`src/hw/thor_isa_pkg.sv`:
```
// ====================
// Thor instruction encodings for the reduced front end opcode set
// All formats overlay one 48-bit word through a packed union
// ====================
`default_nettype none

package thor_isa_pkg;

	localparam int insn_bits = 48;
	localparam int opc_bits = 8;
	localparam int reg_bits = 6;
	localparam int fn_bits = 7;

	// ====================
	// Opcodes in [7:0]
	// ====================
	localparam logic [opc_bits-1:0] op_r2    = 8'h02;
	localparam logic [opc_bits-1:0] op_addi  = 8'h04;
	localparam logic [opc_bits-1:0] op_andi  = 8'h08;
	localparam logic [opc_bits-1:0] op_ori   = 8'h09;
	localparam logic [opc_bits-1:0] op_addil = 8'h14;
	localparam logic [opc_bits-1:0] op_jmp   = 8'h20;
	localparam logic [opc_bits-1:0] op_jeq   = 8'h26;
	localparam logic [opc_bits-1:0] op_rts   = 8'h2f;
	// Postfix, only meaningful in the word after an instruction
	localparam logic [opc_bits-1:0] op_exi23 = 8'h51;
	localparam logic [opc_bits-1:0] op_ldb   = 8'h80;
	localparam logic [opc_bits-1:0] op_ldbu  = 8'h81;
	localparam logic [opc_bits-1:0] op_ldw   = 8'h82;
	localparam logic [opc_bits-1:0] op_ldo   = 8'h86;
	localparam logic [opc_bits-1:0] op_stb   = 8'h90;
	localparam logic [opc_bits-1:0] op_sto   = 8'h93;
	localparam logic [opc_bits-1:0] op_nop   = 8'hf1;

	// R2 function codes, held in [47:41]
	localparam logic [fn_bits-1:0] fn_add = 7'h04;
	localparam logic [fn_bits-1:0] fn_mul = 7'h08;

	// ====================
	// Formats, msb first
	// ====================
	typedef struct packed {
		logic [insn_bits-opc_bits-1:0] payload;
		logic [opc_bits-1:0] opcode;
	} any_fmt_t;

	// Short immediate ALU
	typedef struct packed {
		logic [15:0] pad;
		logic [10:0] imm;
		logic [reg_bits-1:0] ra;
		logic [reg_bits-1:0] rt;
		logic vec;
		logic [opc_bits-1:0] opcode;
	} ri_fmt_t;

	// Long immediate ALU
	typedef struct packed {
		logic [3:0] pad;
		logic [22:0] imm;
		logic [reg_bits-1:0] ra;
		logic [reg_bits-1:0] rt;
		logic vec;
		logic [opc_bits-1:0] opcode;
	} ril_fmt_t;

	typedef struct packed {
		logic [fn_bits-1:0] func;
		logic [13:0] pad;
		logic [reg_bits-1:0] rb;
		logic [reg_bits-1:0] ra;
		logic [reg_bits-1:0] rt;
		logic vec;
		logic [opc_bits-1:0] opcode;
	} r2_fmt_t;

	// Loads put Rt in [14:9], stores put Rc there
	typedef struct packed {
		logic [15:0] pad;
		logic [10:0] disp;
		logic [reg_bits-1:0] ra;
		logic [reg_bits-1:0] rc;
		logic vec;
		logic [opc_bits-1:0] opcode;
	} mem_fmt_t;

	typedef struct packed {
		logic [10:0] tgthi;
		logic [9:0] tgtlo;
		logic [reg_bits-1:0] rb;
		logic [reg_bits-1:0] ra;
		logic pad;
		logic [2:0] ca;
		logic [1:0] lk;
		logic vec;
		logic [opc_bits-1:0] opcode;
	} jxx_fmt_t;

	typedef struct packed {
		logic [15:0] pad;
		logic [22:0] payload;
		logic vec;
		logic [opc_bits-1:0] opcode;
	} exi_fmt_t;

	typedef union packed {
		any_fmt_t any;
		ri_fmt_t ri;
		ril_fmt_t ril;
		r2_fmt_t r2;
		mem_fmt_t mem;
		jxx_fmt_t jxx;
		exi_fmt_t exi;
	} instruction_t;

endpackage

`default_nettype wire

```
`src/hw/thor_decode_pkg.sv`:
```
// ====================
// Decoded instruction bundle and bus side constants for the front end
// ====================
`default_nettype none

package thor_decode_pkg;

	localparam int word_bits = 64;
	localparam int adr_bits = 32;
	// First fetch address after reset
	localparam logic [adr_bits-1:0] reset_vector = 32'h0000_0100;

	// Memory access size
	typedef enum logic [1:0] {byt, wyde, tetra, octa} memsz_t;

	// ====================
	// Decode bundle
	// ====================
	typedef struct packed {
		logic rfwr;
		// Code address register write, jumps with a link only
		logic carfwr;
		logic [2:0] cat;
		logic [thor_isa_pkg::reg_bits-1:0] ra;
		logic [thor_isa_pkg::reg_bits-1:0] rb;
		logic [thor_isa_pkg::reg_bits-1:0] rc;
		logic [thor_isa_pkg::reg_bits-1:0] rt;
		logic [word_bits-1:0] imm;
		logic ld;
		logic ldz;
		logic st;
		logic mul;
		logic jmp;
		logic jxx;
		logic rts;
		logic multi_cycle;
		logic is_vector;
		memsz_t memsz;
		// Pc relative, already doubled and sign extended
		logic [word_bits-1:0] tgt_ofs;
	} decode_out_t;

endpackage

`default_nettype wire

```
`src/hw/fetch_if.sv`:
```
// ====================
// Fetched instruction channel, fetch unit to decode stage
// ====================
`timescale 1ns/1ps
`default_nettype none

interface fetch_if;
	logic valid;
	logic ready;
	thor_isa_pkg::instruction_t ir;
	// Postfix word or a NOP
	thor_isa_pkg::instruction_t xir;
	logic [thor_decode_pkg::adr_bits-1:0] pc;

	modport fetch (output valid, output ir, output xir, output pc, input ready);
	modport decode (input valid, input ir, input xir, input pc, output ready);
endinterface

`default_nettype wire

```
`src/hw/thor_fetch.sv`:
```
// ====================
// Sequential instruction fetch over Wishbone classic
// Keeps one lookahead word and folds an EXI23 postfix into its instruction
// ====================
`timescale 1ns/1ps
`default_nettype none

module thor_fetch
(
	input wire clk,
	input wire reset,
	output logic wb_cyc,
	output logic wb_stb,
	output logic wb_we,
	output logic [thor_decode_pkg::adr_bits-1:0] wb_adr,
	output logic [thor_decode_pkg::word_bits/8-1:0] wb_sel,
	input wire [thor_decode_pkg::word_bits-1:0] wb_dat_i,
	input wire wb_ack,
	fetch_if.fetch fq
);

	// FSM as two flags: idle, reading first word, reading lookahead word
	logic busy;
	logic lookahead;
	// Address of the next instruction to offer
	logic [thor_decode_pkg::adr_bits-1:0] fpc;
	logic buf_full;
	thor_isa_pkg::instruction_t buf_ir;
	logic offer_valid;
	thor_isa_pkg::instruction_t offer_ir;
	thor_isa_pkg::instruction_t offer_xir;
	logic [thor_decode_pkg::adr_bits-1:0] offer_pc;
	thor_isa_pkg::instruction_t rd_word;
	logic offer_free;
	logic is_postfix;

	assign rd_word = wb_dat_i[thor_isa_pkg::insn_bits-1:0];
	assign is_postfix = rd_word.any.opcode == thor_isa_pkg::op_exi23;
	// Slot is free now or empties on this edge
	assign offer_free = !offer_valid || fq.ready;

	// Read only master, whole word lanes
	assign wb_cyc = busy;
	assign wb_stb = busy;
	assign wb_we = 1'b0;
	assign wb_sel = '1;
	assign wb_adr = lookahead ? fpc + 32'd8 : fpc;

	assign fq.valid = offer_valid;
	assign fq.ir = offer_ir;
	assign fq.xir = offer_xir;
	assign fq.pc = offer_pc;

	// ====================
	// Control
	// ====================
	always_ff @(posedge clk)
	begin
		if (reset)
		begin
			busy <= 1'b0;
			lookahead <= 1'b0;
			buf_full <= 1'b0;
			offer_valid <= 1'b0;
			fpc <= thor_decode_pkg::reset_vector;
		end
		else
		begin
			if (offer_valid && fq.ready)
				offer_valid <= 1'b0;
			if (!busy)
			begin
				// Refill the buffer first
				if (!buf_full)
				begin
					busy <= 1'b1;
					lookahead <= 1'b0;
				end
				// Read ahead only when the result has a slot to go to
				else if (offer_free)
				begin
					busy <= 1'b1;
					lookahead <= 1'b1;
				end
			end
			else if (wb_ack)
			begin
				busy <= 1'b0;
				if (!lookahead)
					buf_full <= 1'b1;
				else
				begin
					offer_valid <= 1'b1;
					// Postfix consumed, buffer must be refilled
					if (is_postfix)
					begin
						buf_full <= 1'b0;
						fpc <= fpc + 32'd16;
					end
					else
						fpc <= fpc + 32'd8;
				end
			end
		end
	end

	// ====================
	// Payload
	// ====================
	always_ff @(posedge clk)
	begin
		if (busy && wb_ack)
		begin
			if (!lookahead)
				buf_ir <= rd_word;
			else
			begin
				offer_ir <= buf_ir;
				offer_pc <= fpc;
				if (is_postfix)
					offer_xir <= rd_word;
				else
				begin
					offer_xir <= 48'(thor_isa_pkg::op_nop);
					// Lookahead word becomes the next ir
					buf_ir <= rd_word;
				end
			end
		end
	end

	// Request address holds until acknowledged
	assert property (@(posedge clk) disable iff (reset)
		wb_stb && !wb_ack |=> $stable(wb_adr));

	// Stalled offer neither drops nor changes
	assert property (@(posedge clk) disable iff (reset)
		offer_valid && !fq.ready |=> offer_valid && $stable(offer_ir)
			&& $stable(offer_xir) && $stable(offer_pc));

endmodule

`default_nettype wire

```
`src/hw/thor_decoder.sv`:
```
// ====================
// Combinational decode of one instruction plus its optional postfix word
// ====================
`timescale 1ns/1ps
`default_nettype none

module thor_decoder
(
	input wire thor_isa_pkg::instruction_t ir,
	input wire thor_isa_pkg::instruction_t xir,
	output thor_decode_pkg::decode_out_t deco
);

	always_comb
	begin
		// Fixed source positions
		deco.ra = ir.ri.ra;
		deco.rb = ir.r2.rb;
		deco.is_vector = ir.ri.vec;

		// Target register, jumps link into lk
		case (ir.any.opcode)
			thor_isa_pkg::op_jmp, thor_isa_pkg::op_jeq:
				deco.rt = {4'd0, ir.jxx.lk};
			default:
				deco.rt = ir.ri.rt;
		endcase

		// Stores carry the data register in the Rt slot
		case (ir.any.opcode)
			thor_isa_pkg::op_stb, thor_isa_pkg::op_sto:
				deco.rc = ir.mem.rc;
			default:
				deco.rc = ir[34:29];
		endcase

		// Link to a code address register
		case (ir.any.opcode)
			thor_isa_pkg::op_jmp, thor_isa_pkg::op_jeq:
				deco.carfwr = ir.jxx.lk != 2'd0;
			default:
				deco.carfwr = 1'b0;
		endcase
		case (ir.any.opcode)
			thor_isa_pkg::op_jmp, thor_isa_pkg::op_jeq:
				deco.cat = {1'b0, ir.jxx.lk};
			default:
				deco.cat = 3'd0;
		endcase

		// Register file update
		case (ir.any.opcode)
			thor_isa_pkg::op_r2, thor_isa_pkg::op_addi, thor_isa_pkg::op_andi,
			thor_isa_pkg::op_ori, thor_isa_pkg::op_addil:
				deco.rfwr = 1'b1;
			default:
				deco.rfwr = 1'b0;
		endcase

		// ====================
		// Immediate
		// ====================
		case (ir.any.opcode)
			thor_isa_pkg::op_addi:
				deco.imm = {{53{ir.ri.imm[10]}}, ir.ri.imm};
			// Ones above keep the upper bits on AND
			thor_isa_pkg::op_andi:
				deco.imm = {{53{1'b1}}, ir.ri.imm};
			thor_isa_pkg::op_ori:
				deco.imm = {{53{1'b0}}, ir.ri.imm};
			thor_isa_pkg::op_addil:
				deco.imm = {{41{ir.ril.imm[22]}}, ir.ril.imm};
			// Memory displacement
			thor_isa_pkg::op_ldb, thor_isa_pkg::op_ldbu, thor_isa_pkg::op_ldw,
			thor_isa_pkg::op_ldo, thor_isa_pkg::op_stb, thor_isa_pkg::op_sto:
				deco.imm = {{53{ir.mem.disp[10]}}, ir.mem.disp};
			default:
				deco.imm = 64'd0;
		endcase
		// Postfix supplies the upper bits above the long immediate
		if (xir.any.opcode == thor_isa_pkg::op_exi23)
			deco.imm = {{18{xir.exi.payload[22]}}, xir.exi.payload, ir.ril.imm};

		case (ir.any.opcode)
			thor_isa_pkg::op_ldb, thor_isa_pkg::op_ldbu,
			thor_isa_pkg::op_ldw, thor_isa_pkg::op_ldo:
				deco.ld = 1'b1;
			default:
				deco.ld = 1'b0;
		endcase
		deco.ldz = ir.any.opcode == thor_isa_pkg::op_ldbu;
		case (ir.any.opcode)
			thor_isa_pkg::op_stb, thor_isa_pkg::op_sto:
				deco.st = 1'b1;
			default:
				deco.st = 1'b0;
		endcase

		case (ir.any.opcode)
			thor_isa_pkg::op_ldb, thor_isa_pkg::op_ldbu, thor_isa_pkg::op_stb:
				deco.memsz = thor_decode_pkg::byt;
			thor_isa_pkg::op_ldw:
				deco.memsz = thor_decode_pkg::wyde;
			default:
				deco.memsz = thor_decode_pkg::octa;
		endcase

		case (ir.any.opcode)
			thor_isa_pkg::op_r2:
				case (ir.r2.func)
					thor_isa_pkg::fn_mul:
						deco.mul = 1'b1;
					default:
						deco.mul = 1'b0;
				endcase
			default:
				deco.mul = 1'b0;
		endcase

		deco.jmp = ir.any.opcode == thor_isa_pkg::op_jmp;
		deco.jxx = ir.any.opcode == thor_isa_pkg::op_jeq;
		deco.rts = ir.any.opcode == thor_isa_pkg::op_rts;

		// Ops that tie up the downstream unit for several cycles
		case (ir.any.opcode)
			thor_isa_pkg::op_r2:
				case (ir.r2.func)
					thor_isa_pkg::fn_mul:
						deco.multi_cycle = 1'b1;
					default:
						deco.multi_cycle = 1'b0;
				endcase
			thor_isa_pkg::op_ldb, thor_isa_pkg::op_ldbu, thor_isa_pkg::op_ldw,
			thor_isa_pkg::op_ldo, thor_isa_pkg::op_stb, thor_isa_pkg::op_sto,
			thor_isa_pkg::op_jmp, thor_isa_pkg::op_jeq, thor_isa_pkg::op_rts:
				deco.multi_cycle = 1'b1;
			default:
				deco.multi_cycle = 1'b0;
		endcase

		// Halfword granular target offset
		deco.tgt_ofs = {{42{ir.jxx.tgthi[10]}}, ir.jxx.tgthi, ir.jxx.tgtlo, 1'b0};
	end

endmodule

`default_nettype wire

```
`src/hw/thor_decode_stage.sv`:
```
// ====================
// One slot decode register behind the fetch channel
// Also forms the jump target for jumps
// ====================
`timescale 1ns/1ps
`default_nettype none

module thor_decode_stage
(
	input wire clk,
	input wire reset,
	input wire dec_ready,
	fetch_if.decode fq,
	output logic dec_valid,
	output logic [thor_decode_pkg::adr_bits-1:0] dec_pc,
	output thor_decode_pkg::decode_out_t deco,
	output logic [thor_decode_pkg::word_bits-1:0] jump_target
);

	thor_decode_pkg::decode_out_t dec_comb;
	logic take;

	thor_decoder i_decoder
	(
		.ir(fq.ir),
		.xir(fq.xir),
		.deco(dec_comb)
	);

	// Accept when the slot is empty or draining
	assign fq.ready = !dec_valid || dec_ready;
	assign take = fq.valid && fq.ready;

	always_ff @(posedge clk)
	begin
		if (reset)
			dec_valid <= 1'b0;
		else if (take)
			dec_valid <= 1'b1;
		else if (dec_ready)
			dec_valid <= 1'b0;
	end

	always_ff @(posedge clk)
	begin
		if (take)
		begin
			deco <= dec_comb;
			dec_pc <= fq.pc;
			// Target only for jumps, zero otherwise
			if (dec_comb.jmp || dec_comb.jxx)
				jump_target <= {{(thor_decode_pkg::word_bits-thor_decode_pkg::adr_bits){1'b0}},
					fq.pc} + dec_comb.tgt_ofs;
			else
				jump_target <= '0;
		end
	end

	// Held slot is not overwritten by a new transfer
	assert property (@(posedge clk) disable iff (reset)
		dec_valid && !dec_ready |=> dec_valid && $stable(dec_pc) && $stable(deco)
			&& $stable(jump_target));

endmodule

`default_nettype wire

```
`src/hw/thor_frontend.sv`:
```
// ====================
// Front end top, Wishbone fetch feeding the decode register
// ====================
`timescale 1ns/1ps
`default_nettype none

module thor_frontend
(
	input wire clk,
	input wire reset,
	// Wishbone classic master
	output wire wb_cyc,
	output wire wb_stb,
	output wire wb_we,
	output wire [31:0] wb_adr,
	output wire [7:0] wb_sel,
	input wire [63:0] wb_dat_i,
	input wire wb_ack,
	// Decoded instruction
	output wire dec_valid,
	input wire dec_ready,
	output wire [31:0] dec_pc,
	output wire rfwr,
	output wire carfwr,
	output wire [2:0] cat,
	output wire [5:0] ra,
	output wire [5:0] rb,
	output wire [5:0] rc,
	output wire [5:0] rt,
	output wire [63:0] imm,
	output wire ld,
	output wire ldz,
	output wire st,
	output wire mul,
	output wire jmp,
	output wire jxx,
	output wire rts,
	output wire multi_cycle,
	output wire is_vector,
	output wire [1:0] memsz,
	output wire [63:0] tgt_ofs,
	output wire [63:0] jump_target
);

	thor_decode_pkg::decode_out_t deco;

	fetch_if i_fq ();

	thor_fetch i_fetch
	(
		.clk(clk),
		.reset(reset),
		.wb_cyc(wb_cyc),
		.wb_stb(wb_stb),
		.wb_we(wb_we),
		.wb_adr(wb_adr),
		.wb_sel(wb_sel),
		.wb_dat_i(wb_dat_i),
		.wb_ack(wb_ack),
		.fq(i_fq)
	);

	thor_decode_stage i_decode
	(
		.clk(clk),
		.reset(reset),
		.dec_ready(dec_ready),
		.fq(i_fq),
		.dec_valid(dec_valid),
		.dec_pc(dec_pc),
		.deco(deco),
		.jump_target(jump_target)
	);

	// Unpack in bundle field order
	assign {rfwr, carfwr, cat, ra, rb, rc, rt, imm, ld, ldz, st, mul, jmp, jxx, rts,
		multi_cycle, is_vector, memsz, tgt_ofs} = deco;

endmodule

`default_nettype wire

```
`config.mk`:
```
export PLATFORM = sky130hd
export DESIGN_NAME = thor_frontend
export DESIGN_NICKNAME = d
export VERILOG_FILES = /design/src/hw/thor_isa_pkg.sv /design/src/hw/thor_decode_pkg.sv /design/src/hw/fetch_if.sv /design/src/hw/thor_fetch.sv /design/src/hw/thor_decoder.sv /design/src/hw/thor_decode_stage.sv /design/src/hw/thor_frontend.sv
export SDC_FILE = /design/constraint.sdc
export NUM_CORES = 1
export LEC_CHECK = 0
export BUFFER_PORTS_ARGS = -buffer_cell sky130_fd_sc_hd__buf_2
export CORE_AREA = 3 3 206 158
export DETAILED_ROUTE_END_ITERATION = 6
export DIE_AREA = 0 0 209 161
export PLACE_DENSITY = 0.8
export SLEW_MARGIN = 20
export SYNTH_ARGS = -nofsm -noshare
export SYNTH_HDL_FRONTEND = slang
export SYNTH_SLANG_ARGS = --single-unit
```
`constraint.sdc`:
```
create_clock -name clk -period 9.9 [get_ports clk]
set_input_delay 0 -clock clk [delete_from_list [all_inputs] [get_ports clk]]
set_output_delay 0 -clock clk [all_outputs]
set_load 0.01 [all_outputs]
```
==> metrics.csv, run 1 <==
stage,metric,value,unit
synthesis,cell taking the most area after synthesis,edfxtp_1,
critical_path,crit-path max cell delay,440,ps
layout,fillers,2366,
critical_path,"reg-to-reg slack, setup",6680,ps
layout,final instance area,18300,um2
detailed_routing,drt pass-1 iters,5,
grt,total grt overflow,0,
clocking,Clock transition at path regs,60,ps
sta,Final period util,32.5,%
sta,RSZ-0062 raised after global routing,no,
critical_path,sequence of cells on the critical path,ha_1 > fa_1 > a21o_1 > a221oi_4 > o21ai_1 > a21o_1 > a2111o_1 > a31oi_1 > xor2_1 > nor2_1,
layout,share of cells above drive strength 1,28.7,%
sta,final setup vio count,0,
critical_path,CP required,10150,ps
floorplanning,DIE WIDTH,209,um
synthesis,largest cells by area after synthesis,"edfxtp_1, buf_4, dfxtp_1",
clocking,Num CTS Buffers,36,
floorplanning,Initial Util,49.3,%
grt,total global-route track usage,20.1,%
grt,vias in the first global route,9100,
synthesis,Mapped Area,15200,um2
synthesis,#FFs+latches synth,358,
detailed_routing,DR vias,9629,
grt,antenna violations before repair,1,
placed_design,GP Congestion,0.887,
sta,worst-margin pin slew,988,ps
sta,final hold slack,196,ps
power_and_ir_drop,leakage,7.90,nW
critical_path,crit path max fanout,4,
synthesis,"count leader, synth",edfxtp_1,
worst_hold_path,Hold Path Stages,2,
critical_path,"Data arrival, critical path",3470,ps
synthesis,"EDFF count, synth",324,
sta,Max Slew Vio Count,0,
floorplanning,row count,56,
detailed_routing,DRC violations left,0,
critical_path,FF-to-FF End,i_decode.jump_target[62]$_SDFFCE_PN0P_,
power_and_ir_drop,worst vdd rail ir drop,0.000102,V
placed_design,post-detail-place hpwl,24.4,mm
clocking,CTS resizes,0,
clocking,CTS H-tree depth,2,
critical_path,CP Capture Type,flop,
synthesis,syn_area_per_cell,13.7,um2
sta,final setup TNS,0,ps
clocking,Hold Buf Count CTS,52,
critical_path,Crit-path slowest cell,edfxtp_1,
detailed_routing,remaining antenna violation count,0,
layout,Nets,1525,
placed_design,dpl cell area,16600,um2
synthesis,sequential area share after synthesis,68.4,%
synthesis,Mapped Cells,1113,
critical_path,Worst setup SP type,flop,
synthesis,async set-or-reset flop fraction in the synthesized netlist,0,%
sta,Final Hold Fails,0,
sta,Slew HR,34.2,%
outcome,status,"complete, no violations",
synthesis,Synth top cells by count,"edfxtp_1, buf_4, nor2_1",
sta,FMAX,0.311,GHz
clocking,clk_lat worst skew,530,ps
sta,Final Skew,26.1,ps
worst_hold_path,hold crit path type,input pin to flop,
detailed_routing,WL/cell,18.9,um
layout,Layout area overhead,20.2,%
sta,final period demand of the worst path,3220,ps
critical_path,WS Path Type,flop to flop,
critical_path,cell mode on critical path,a21o_1,
run,max cap viols,0,
clocking,CTS Buffer Depth,3,
clocking,CTS root buf,clkbuf_16,
critical_path,FF-to-FF path depth,10,
placed_design,Port Buf Inserts,341,
worst_hold_path,"Endpoint, Worst Hold",i_fetch.buf_ir[6]$_DFFE_PP_,
synthesis,Ys Warns,0,
synthesis,most used flip-flop cell after synthesis,edfxtp_1,
clocking,clock sinks,358,
critical_path,worst flop-to-flop path startpoint,i_fetch.fq.ir[29]$_DFFE_PP_,
worst_hold_path,start point of the worst hold path,wb_dat_i[6],
floorplanning,Ports,376,
synthesis,Netlist cell types,55,
floorplanning,Die Span Y,161,um
detailed_routing,DRC violation total after the first TritonRoute iteration,717,
synthesis,top cell type's share of synthesized area,64.0,%
grt,pin count of the biggest net entering global routing,169,
clocking,post-CTS setup buffers,0,
floorplanning,core area,30800,um2
grt,first-pass GRT wire length,53.2,mm
power_and_ir_drop,pwr dens,166,nW/um2
detailed_routing,Routed Wire Length,35.1,mm
clocking,CTS tree,done,
detailed_routing,Via density,5.18,
floorplanning,die area,33600,um2
## cell type report
| class | instances | area, um2 | share of cell area [%] |
|---|---|---|---|
| antenna | 2 | 5.00 | 0.0274 |
| clock buffer | 45 | 945 | 5.17 |
| clock inverter | 21 | 195 | 1.07 |
| inverter | 7 | 28.8 | 0.157 |
| multi-input combinational | 620 | 3890 | 21.3 |
| sequential | 358 | 10400 | 56.9 |
| tap | 406 | 508 | 2.78 |
| timing repair buffer | 401 | 2300 | 12.6 |
## cell usage in the layout, fill, tap and decap left out, types with 5 or more instances in the layout
cell type,netlist,routed
buf_2,4,341
edfxtp_1,324,324
nor2_1,94,94
nand2_1,80,80
a21o_1,55,55
dlygate4sd3_1,0,52
xnor2_1,43,43
and2_1,40,40
a21oi_1,39,38
xor2_1,37,37
clkbuf_16,0,36
dfxtp_1,34,34
ha_1,32,32
conb_1,2,24
o21ai_0,23,23
nand3_1,23,23
nor2b_1,17,16
and3_1,15,15
nand4_1,14,14
nand2b_1,10,10
nor3_1,10,10
clkinv_2,0,10
clkbuf_1,35,8
buf_4,111,7
inv_1,7,6
nor4_1,5,5
nor3b_1,5,5
a211oi_1,5,5
a31oi_1,5,5
## flip-flops by register name, summed over array words and instances (netlist names), 29 cells and up
signal	count
i_fetch.fq.pc	29
i_fetch.fpc	29
i_fetch.buf_ir	48
i_fetch.fq.ir	48
i_fetch.fq.xir	31
i_decode.jump_target	33
i_decode.deco	106
i_decode.dec_pc	29
## power breakdown
| group | leakage [nW] | switching (W) | total, W | internal [W] |
|---|---|---|---|---|
| Sequential | 3.52 | 0.00000914 | 0.00166 | 0.00165 |
| Clock | 0.561 | 0.000568 | 0.00131 | 0.000741 |
| Combinational | 3.82 | 0.0000407 | 0.0000728 | 0.0000322 |
| Total | 7.90 | 0.000618 | 0.00304 | 0.00243 |
## worst max-delay path by stage
| stage | startpoint | slack [ps] | end | depth (start not counted) |
|---|---|---|---|---|
| 3_3_place_gp | i_fetch.fq.ir[29]$_DFFE_PP_ | 6740 | i_decode.jump_target[62]$_SDFFCE_PN0P_ | 10 |
| 6_report | i_fetch.fq.ir[29]$_DFFE_PP_ | 6680 | i_decode.jump_target[62]$_SDFFCE_PN0P_ | 10 |
| 5_1_grt | i_fetch.fq.ir[29]$_DFFE_PP_ | 6510 | i_decode.jump_target[62]$_SDFFCE_PN0P_ | 10 |
| 3_5_place_dp | i_fetch.fq.ir[29]$_DFFE_PP_ | 6730 | i_decode.jump_target[62]$_SDFFCE_PN0P_ | 10 |
| 4_1_cts | i_fetch.fq.ir[29]$_DFFE_PP_ | 6670 | i_decode.jump_target[62]$_SDFFCE_PN0P_ | 10 |
| 2_1_floorplan | i_decode.dec_valid$_SDFFE_PP0P_ | 1260 | i_decode.dec_pc[10]$_DFFE_PP_ | 2 |
## worst max-delay path, delay by kind of cell (launching register included)
family	cells	cell delay (ps)
AND/OR/NAND/NOR	1	60
XOR/XNOR	1	170
adder cells (fa/ha/maj)	2	670
AO/OA/AOI/OAI	6	1610
flip-flops	1	440
## cells by family after synthesis
family | after synthesis | synth area share (%)
XOR/XNOR | 80 | 4.61
other | 2 | 0.0494
adder cells (fa/ha/maj) | 33 | 2.76
AO/OA/AOI/OAI | 149 | 6.47
flip-flops | 358 | 68.4
multiplexers | 2 | 0.140
buffers and inverters | 157 | 6.65
AND/OR/NAND/NOR | 332 | 10.9
## through the flow
stage,setup slack [ps],power (W),util [%],instances
floorplan,1260,0.00173,-,1135
global placement,6740,0.00175,53.9,1740
detailed placement,6730,0.00175,53.9,1740
CTS,6670,0.00307,59.3,1858
global route,6510,0.00314,59.3,1859
finish,6680,0.00304,59.3,1860
## metal layers
layer | global-route usage (%) | wire (um) | vias to the layer above | share of wire [%]
met4 | 8.34 | 1490 | 0 | 4.2
met5 | 0 | 0 | - | 0
met1 | 29.4 | 15400 | 4625 | 44
met2 | 30.7 | 16000 | 406 | 46
li1 | - | - | 4497 | -
met3 | 2.64 | 2120 | 101 | 6.0
No activity file was read; power rests on OpenSTA's default activity.
==> run 2, diff against run 1 <==
clock period = 3 ns   (was 9.9 ns; I/O delays follow)
==> run 2 against run 1 <==
Against the previous run:
- power rose to 3.4 times the previous value
- first-iteration DRC count up 27%
- sequential power rose to 3.3 times the previous value
- register-to-register slack worse by 6600 ps
- critical path type unchanged
- non-clock buffer count up 34
- setup slack worse by 6600 ps
- global-route usage up 0.74 points
- clock power rose to 3.6 times the previous value
- utilization up 1.4 points
- die area unchanged
- via count up 0.36%
- clock-buffer cell count unchanged
==> metrics.csv, run 2 (synthesis results as in run 1) <==
stage,metric,value,unit,change
sta,FMAX,0.346,GHz,was 0.311 GHz
critical_path,crit path max fanout,3,,was 4
detailed_routing,DR vias,9664,,"was 9,629"
layout,Post-Layout Cell Count,1893,,"was 1,860"
worst_hold_path,Hold Path Stages,2,,unchanged
grt,pin count of the biggest net entering global routing,56,,was 169
critical_path,"Data arrival, critical path",3140,ps,was 3470 ps
clocking,Num CTS Buffers,36,,unchanged
critical_path,FF-to-FF End,i_decode.jump_target[62]$_SDFFCE_PN0P_,,unchanged
detailed_routing,drt pass-1 iters,5,,unchanged
critical_path,sequence of cells on the critical path,ha_2 > fa_2 > a21o_1 > a221oi_4 > o21ai_2 > a21o_1 > a2111o_1 > a31oi_1 > xor2_1 > nor2_1,,was ha_1 > fa_1 > a21o_1 > a221oi_4 > o21ai_1 > a21o_1 > a2111o_1 > a31oi_1 > xor2_1 > nor2_1
floorplanning,core area,30800,um2,unchanged
sta,final setup vio count,0,,unchanged
detailed_routing,Routed Wire Length,36.3,mm,was 35.1 mm
grt,total global-route track usage,20.8,%,was 20.1%
layout,max reg flops,106,,unchanged
clocking,clock sinks,358,,unchanged
critical_path,worst flop-to-flop path startpoint,i_fetch.fq.pc[3]$_DFFE_PP_,,was i_fetch.fq.ir[29]$_DFFE_PP_
layout,Nets,1559,,"was 1,525"
detailed_routing,WL/cell,19.2,um,was 18.9 um
clocking,CTS root buf,clkbuf_16,,unchanged
sta,Final period util,96.4,%,was 32.5%
placed_design,Port Buf Inserts,341,,unchanged
clocking,clk_lat worst skew,500,ps,was 530 ps
sta,Final Hold Fails,0,,unchanged
critical_path,CP top delay family,compound AO/OA/AOI/OAI gates,,unchanged
floorplanning,Initial Util,49.3,%,unchanged
critical_path,Worst setup SP type,flop,,unchanged
critical_path,crit-path max cell delay,410,ps,was 440 ps
critical_path,Critical path buffers and inverters,0,,unchanged
critical_path,Worst Setup SP,i_fetch.fq.pc[3]$_DFFE_PP_,,was i_fetch.fq.ir[29]$_DFFE_PP_
layout,Layout area overhead,23.1,%,was 20.2%
outcome,status,"complete, no violations",,unchanged
critical_path,Crit-path slowest cell,edfxtp_1,,unchanged
placed_design,GP Congestion,0.880,,was 0.887
worst_hold_path,start point of the worst hold path,wb_dat_i[26],,was wb_dat_i[6]
floorplanning,row count,56,,unchanged
sta,Final Skew,13.6,ps,was 26.1 ps
clocking,CTS Buffer Depth,3,,unchanged
critical_path,FF-to-FF path depth,10,,unchanged
clocking,Clock transition at path regs,60,ps,about the same
critical_path,CP Capture Type,flop,,unchanged
floorplanning,die area,33600,um2,unchanged
floorplanning,DIE WIDTH,209,um,unchanged
power_and_ir_drop,pwr dens,556,nW/um2,was 166 nW/um2
layout,Largest Register,i_decode.deco,,unchanged
placed_design,post-detail-place hpwl,25.7,mm,was 24.4 mm
sta,Max Slew Vio Count,0,,unchanged
worst_hold_path,"Endpoint, Worst Hold",i_fetch.buf_ir[26]$_DFFE_PP_,,was i_fetch.buf_ir[6]$_DFFE_PP_
critical_path,CP required,3240,ps,"was 10,150 ps"
floorplanning,Die Span Y,161,um,unchanged
placed_design,dpl cell area,16900,um2,"was 16,600 um2"
grt,antenna violations before repair,2,,was 1
layout,share of cells above drive strength 1,30.8,%,was 28.7%
sta,final period demand of the worst path,2890,ps,was 3220 ps
power_and_ir_drop,worst vdd rail ir drop,0.000333,V,was 0.000102 V
detailed_routing,DRC violation total after the first TritonRoute iteration,909,,was 717
placed_design,Placed Cells,1770,,"was 1,740"
sta,worst-margin pin slew,886,ps,was 988 ps
grt,first-pass GRT wire length,54.8,mm,was 53.2 mm
detailed_routing,remaining antenna violation count,0,,unchanged
detailed_routing,DRC violations left,0,,unchanged
grt,vias in the first global route,9231,,"was 9,100"
run,max cap viols,0,,unchanged
layout,Final Util,60.7,%,was 59.3%
sta,Slew HR,40.9,%,was 34.2%
power_and_ir_drop,leakage,8.14,nW,was 7.90 nW
critical_path,cell mode on critical path,a21o_1,,unchanged
critical_path,WS Path Type,flop to flop,,unchanged
grt,total grt overflow,0,,unchanged
floorplanning,Ports,376,,unchanged
clocking,CTS H-tree depth,2,,unchanged
worst_hold_path,hold crit path type,input pin to flop,,unchanged
sta,RSZ-0062 raised after global routing,yes,,was no
critical_path,"reg-to-reg slack, setup",110,ps,was 6680 ps
layout,"most common cell after layout, fill and taps aside",buf_2,,unchanged
layout,most frequent cells in the layout,"buf_2, edfxtp_1, nor2_1",,unchanged
layout,final instance area,18700,um2,"was 18,300 um2"
detailed_routing,Via density,5.11,,was 5.18
clocking,CTS tree,done,,unchanged
-- run 2: per-layer routing --
metal  track usage [%]  part of all wire, %  vias up
li1                  -                    -     4571
met1              30.6                   45     4615
met2              32.2                   45      407
met3              3.07                  6.0       71
met4              7.12                  3.4        0
met5                 0                    0        -
-- run 2: what timing repair did --
| item | in CTS | in global routing |
|---|---|---|
| resized for setup | 0 | 8 |
| setup buffers | 0 | 3 |
| hold buffers | 53 | 0 |
| setup endpoints to repair | 1 | 9 |
| hold endpoints to repair | 91 | 0 |
| pin swaps | 1 | 9 |
-- run 2: where the power goes --
part | internal (W) | total (W) | switching, W
Sequential | 0.00545 | 0.00548 | 0.0000251
Clock | 0.00282 | 0.00466 | 0.00184
Combinational | 0.000117 | 0.000266 | 0.000149
Total | 0.00839 | 0.0104 | 0.00201
-- run 2: worst max-delay path by stage --
stage               slack (ps)  depth (start not counted)                                      to
floorplan                 -370                          2           i_decode.dec_pc[10]$_DFFE_PP_
global placement            30                         10  i_decode.jump_target[62]$_SDFFCE_PN0P_
detailed placement         -10                         10  i_decode.jump_target[62]$_SDFFCE_PN0P_
CTS                          2                         10  i_decode.jump_target[62]$_SDFFCE_PN0P_
global route               -40                         10  i_decode.jump_target[62]$_SDFFCE_PN0P_
finish                     110                         10  i_decode.jump_target[62]$_SDFFCE_PN0P_
-- run 2: layout make-up --
cell class              instances  area (um2)
clock buffers                  45         966
clock inverters                20         270
fillers                      2365       12100
inverters                       7        30.0
well taps                     406         508
multi-input cells             620        3920
diodes                          2        5.00
flip-flops and latches        358       10400
repair buffers                435        2610
-- run 2: per-stage QoR --
step	hold WS, ps	setup TNS (ps)	power (W)	setup WS (ps)
final	214	0	0.0104	108
after global routing	205	-43.6	0.0108	-40.2
after CTS	194	0	0.0105	2.25
after detailed placement	179	-9.96	0.00579	-9.96
after global placement	177	0	0.00578	32.9
after floorplan	98.9	-61400	0.00571	-365
==> run 3, diff against run 2 <==
CTS_CLUSTER_SIZE = 24   (was default)
SETUP_SLACK_MARGIN = 0.3   (was default)
==> run 3 against run 2 <==
Against the previous run:
- cell area increased by 0.58%
- critical path depth unchanged
- register-to-register slack got worse by 20 ps
- sequential share of layout area is 0.23 points lower
- sequential power about the same
- clock-buffer cell count is 2 higher
- power decreased by 1.4%
- global-route usage is 0.22 points lower
- wire length rose by 0.41%
- critical endpoint unchanged
- largest power group unchanged
==> metrics.csv, run 3 (synthesis results as in run 1) <==
stage,metric,value,unit,change
outcome,status,"complete, no violations",,unchanged
grt,total grt overflow,0,,unchanged
detailed_routing,DR vias,9831,,"was 9,664"
critical_path,Worst setup SP type,flop,,unchanged
power_and_ir_drop,leakage,8.15,nW,was 8.14 nW
clocking,Clock transition at path regs,60,ps,about the same
critical_path,crit-path max cell delay,480,ps,was 410 ps
detailed_routing,DRT met1 WL,15.6,mm,was 16.4 mm
detailed_routing,Via density,5.20,,was 5.11
placed_design,Port Buf Inserts,341,,unchanged
clocking,CTS Buffer Depth,3,,unchanged
floorplanning,core area,30800,um2,unchanged
detailed_routing,WL/cell,19.3,um,was 19.2 um
floorplanning,Ports,376,,unchanged
critical_path,CP top delay family,compound AO/OA/AOI/OAI gates,,unchanged
sta,Max Slew Vio Count,0,,unchanged
grt,pin count of the biggest net entering global routing,87,,was 56
grt,antenna violations before repair,0,,was 2
critical_path,sequence of cells on the critical path,ha_4 > fa_2 > a21o_1 > a221oi_4 > o21ai_1 > a21o_1 > a2111o_1 > a31oi_1 > xor2_1 > nor2_1,,was ha_2 > fa_2 > a21o_1 > a221oi_4 > o21ai_2 > a21o_1 > a2111o_1 > a31oi_1 > xor2_1 > nor2_1
grt,vias in the first global route,9256,,"was 9,231"
layout,Post-Layout Cell Count,1891,,"was 1,893"
power_and_ir_drop,total power,0.0103,W,was 0.0104 W
detailed_routing,DRC violation total after the first TritonRoute iteration,927,,was 909
critical_path,Critical path buffers and inverters,0,,unchanged
clocking,CTS root buf,clkbuf_16,,unchanged
sta,Final Hold Fails,0,,unchanged
grt,total global-route track usage,20.6,%,was 20.8%
sta,Slew HR,41.4,%,was 40.9%
sta,worst-margin pin slew,879,ps,was 886 ps
clocking,Num CTS Buffers,36,,unchanged
detailed_routing,Routed Wire Length,36.4,mm,was 36.3 mm
placed_design,Placement Setup Slack,101,ps,was -9.96 ps
layout,Largest Register,i_decode.deco,,unchanged
layout,share of cells above drive strength 1,32.8,%,was 30.8%
power_and_ir_drop,clock power share,44.1,%,was 44.8%
floorplanning,row count,56,,unchanged
detailed_routing,DRC violations left,0,,unchanged
detailed_routing,remaining antenna violation count,0,,unchanged
detailed_routing,met2 WL,16.9,mm,was 16.5 mm
layout,"most common cell after layout, fill and taps aside",buf_2,,unchanged
layout,max reg flops,106,,unchanged
floorplanning,die area,33600,um2,unchanged
layout,Layout area overhead,23.8,%,was 23.1%
floorplanning,Die Span Y,161,um,unchanged
sta,final period demand of the worst path,2910,ps,was 2890 ps
layout,Nets,1559,,unchanged
power_and_ir_drop,worst vdd rail ir drop,0.000319,V,was 0.000333 V
sta,Final period util,97.1,%,was 96.4%
power_and_ir_drop,Combinational Power Share,2.6,%,about the same
layout,fillers,2292,,"was 2,365"
clocking,clock sinks,358,,unchanged
floorplanning,Initial Util,49.3,%,unchanged
sta,final setup margin,86.0,ps,was 108 ps
critical_path,CP Capture Type,flop,,unchanged
run,max cap viols,0,,unchanged
grt,first-pass GRT wire length,54.3,mm,was 54.8 mm
power_and_ir_drop,pwr dens,545,nW/um2,was 556 nW/um2
critical_path,CP required,3250,ps,was 3240 ps
placed_design,GP Congestion,0.926,,was 0.880
sta,final setup vio count,0,,unchanged
detailed_routing,DR top layer,met4,,unchanged
clocking,CTS tree,done,,unchanged
detailed_routing,drt pass-1 iters,5,,unchanged
critical_path,"Data arrival, critical path",3160,ps,was 3140 ps
layout,most frequent cells in the layout,"buf_2, edfxtp_1, nor2_1",,unchanged
critical_path,crit path max fanout,4,,was 3
power_and_ir_drop,Seq pwr share,53.4,%,was 52.6%
power_and_ir_drop,Psw,0.00203,W,was 0.00201 W
placed_design,post-detail-place hpwl,25.0,mm,was 25.7 mm
placed_design,Placed Cells,1757,,"was 1,770"
detailed_routing,met3 WL,2.59,mm,was 2.19 mm
sta,Final Skew,26.9,ps,was 13.6 ps
critical_path,WS Path Type,flop to flop,,unchanged
power_and_ir_drop,Int Pwr,0.00823,W,was 0.00839 W
critical_path,Crit-path slowest cell,edfxtp_1,,unchanged
sta,RSZ-0062 raised after global routing,yes,,unchanged
power_and_ir_drop,switching portion of total power,19.8,%,was 19.3%
floorplanning,DIE WIDTH,209,um,unchanged
clocking,clk_lat worst skew,530,ps,was 500 ps
clocking,CTS H-tree depth,2,,unchanged
critical_path,cell mode on critical path,a21o_1,,unchanged
sta,FMAX,0.343,GHz,was 0.346 GHz
worst_hold_path,hold crit path type,input pin to flop,,unchanged
-- run 3: changes by cell type in the layout (fill, tap and decap cells not counted), moves of 4 or more --
cell,before,now
o21ai_0,23,18
dfxtp_1,32,24
a21oi_2,2,6
a21oi_1,37,33
dfxtp_2,2,7
ha_1,31,25
-- run 3: metrics by stage --
stage	setup TNS [ps]	cell area [um2]	utilization, %	hold WS [ps]
CTS	0	18600	60.3	177
detailed placement	0	16800	54.5	179
global placement	0	16800	54.5	179
floorplan	-61400	15300	-	92.0
finish	0	18800	61.1	186
global route	-24.1	18800	61.1	192
-- run 3: layer usage --
layer / track usage [%] / up-vias
met3: 3.28 / 81
met2: 31.7 / 456
li1: - / 4565
met4: 7.85 / 0
met1: 29.9 / 4729
met5: 0 / -
-- run 3: final timing paths --
| check | cells past startpoint | startpoint | end | slack (ps) |
|---|---|---|---|---|
| max | 10 | i_fetch.fq.ir[29]$_DFFE_PP_ | i_decode.jump_target[62]$_SDFFCE_PN0P_ | 90 |
| min reg2reg | 0 | i_fetch.buf_ir[30]$_DFFE_PP_ | i_fetch.fq.ir[30]$_DFFE_PP_ | 410 |
| max reg2reg | 10 | i_fetch.fq.ir[29]$_DFFE_PP_ | i_decode.jump_target[62]$_SDFFCE_PN0P_ | 90 |
| min | 2 | wb_dat_i[22] | i_fetch.buf_ir[22]$_DFFE_PP_ | 190 |
-- run 3: final cells by class --
cell class	count	area, um2	area share [%]
inverter	7	30.0	0.159
sequential	358	10400	55.4
timing repair buffer	435	2600	13.8
clock inverter	17	224	1.19
tap	406	508	2.70
multi-input combinational	620	4070	21.6
clock buffer	47	972	5.16
antenna	1	2.50	0.0133
-- run 3: timing repair --
| action | in CTS | in global routing |
|---|---|---|
| resized for setup | 15 | 33 |
| endpoints found under the setup margin | 14 | 19 |
| setup buffers | 4 | 13 |
| hold endpoints to repair | 91 | 0 |
| hold buffers | 52 | 0 |
| pin swaps | 3 | 14 |
-- run 3: power by group through the flow --
stage | clock, W | sequential (W) | combinational [W]
finish | 0.00452 | 0.00548 | 0.000266
global route | 0.00483 | 0.00548 | 0.000287
CTS | 0.00459 | 0.00548 | 0.000260
detailed placement | 0 | 0.00558 | 0.000200
global placement | 0 | 0.00558 | 0.000195
floorplan | 0 | 0.00559 | 0.000123
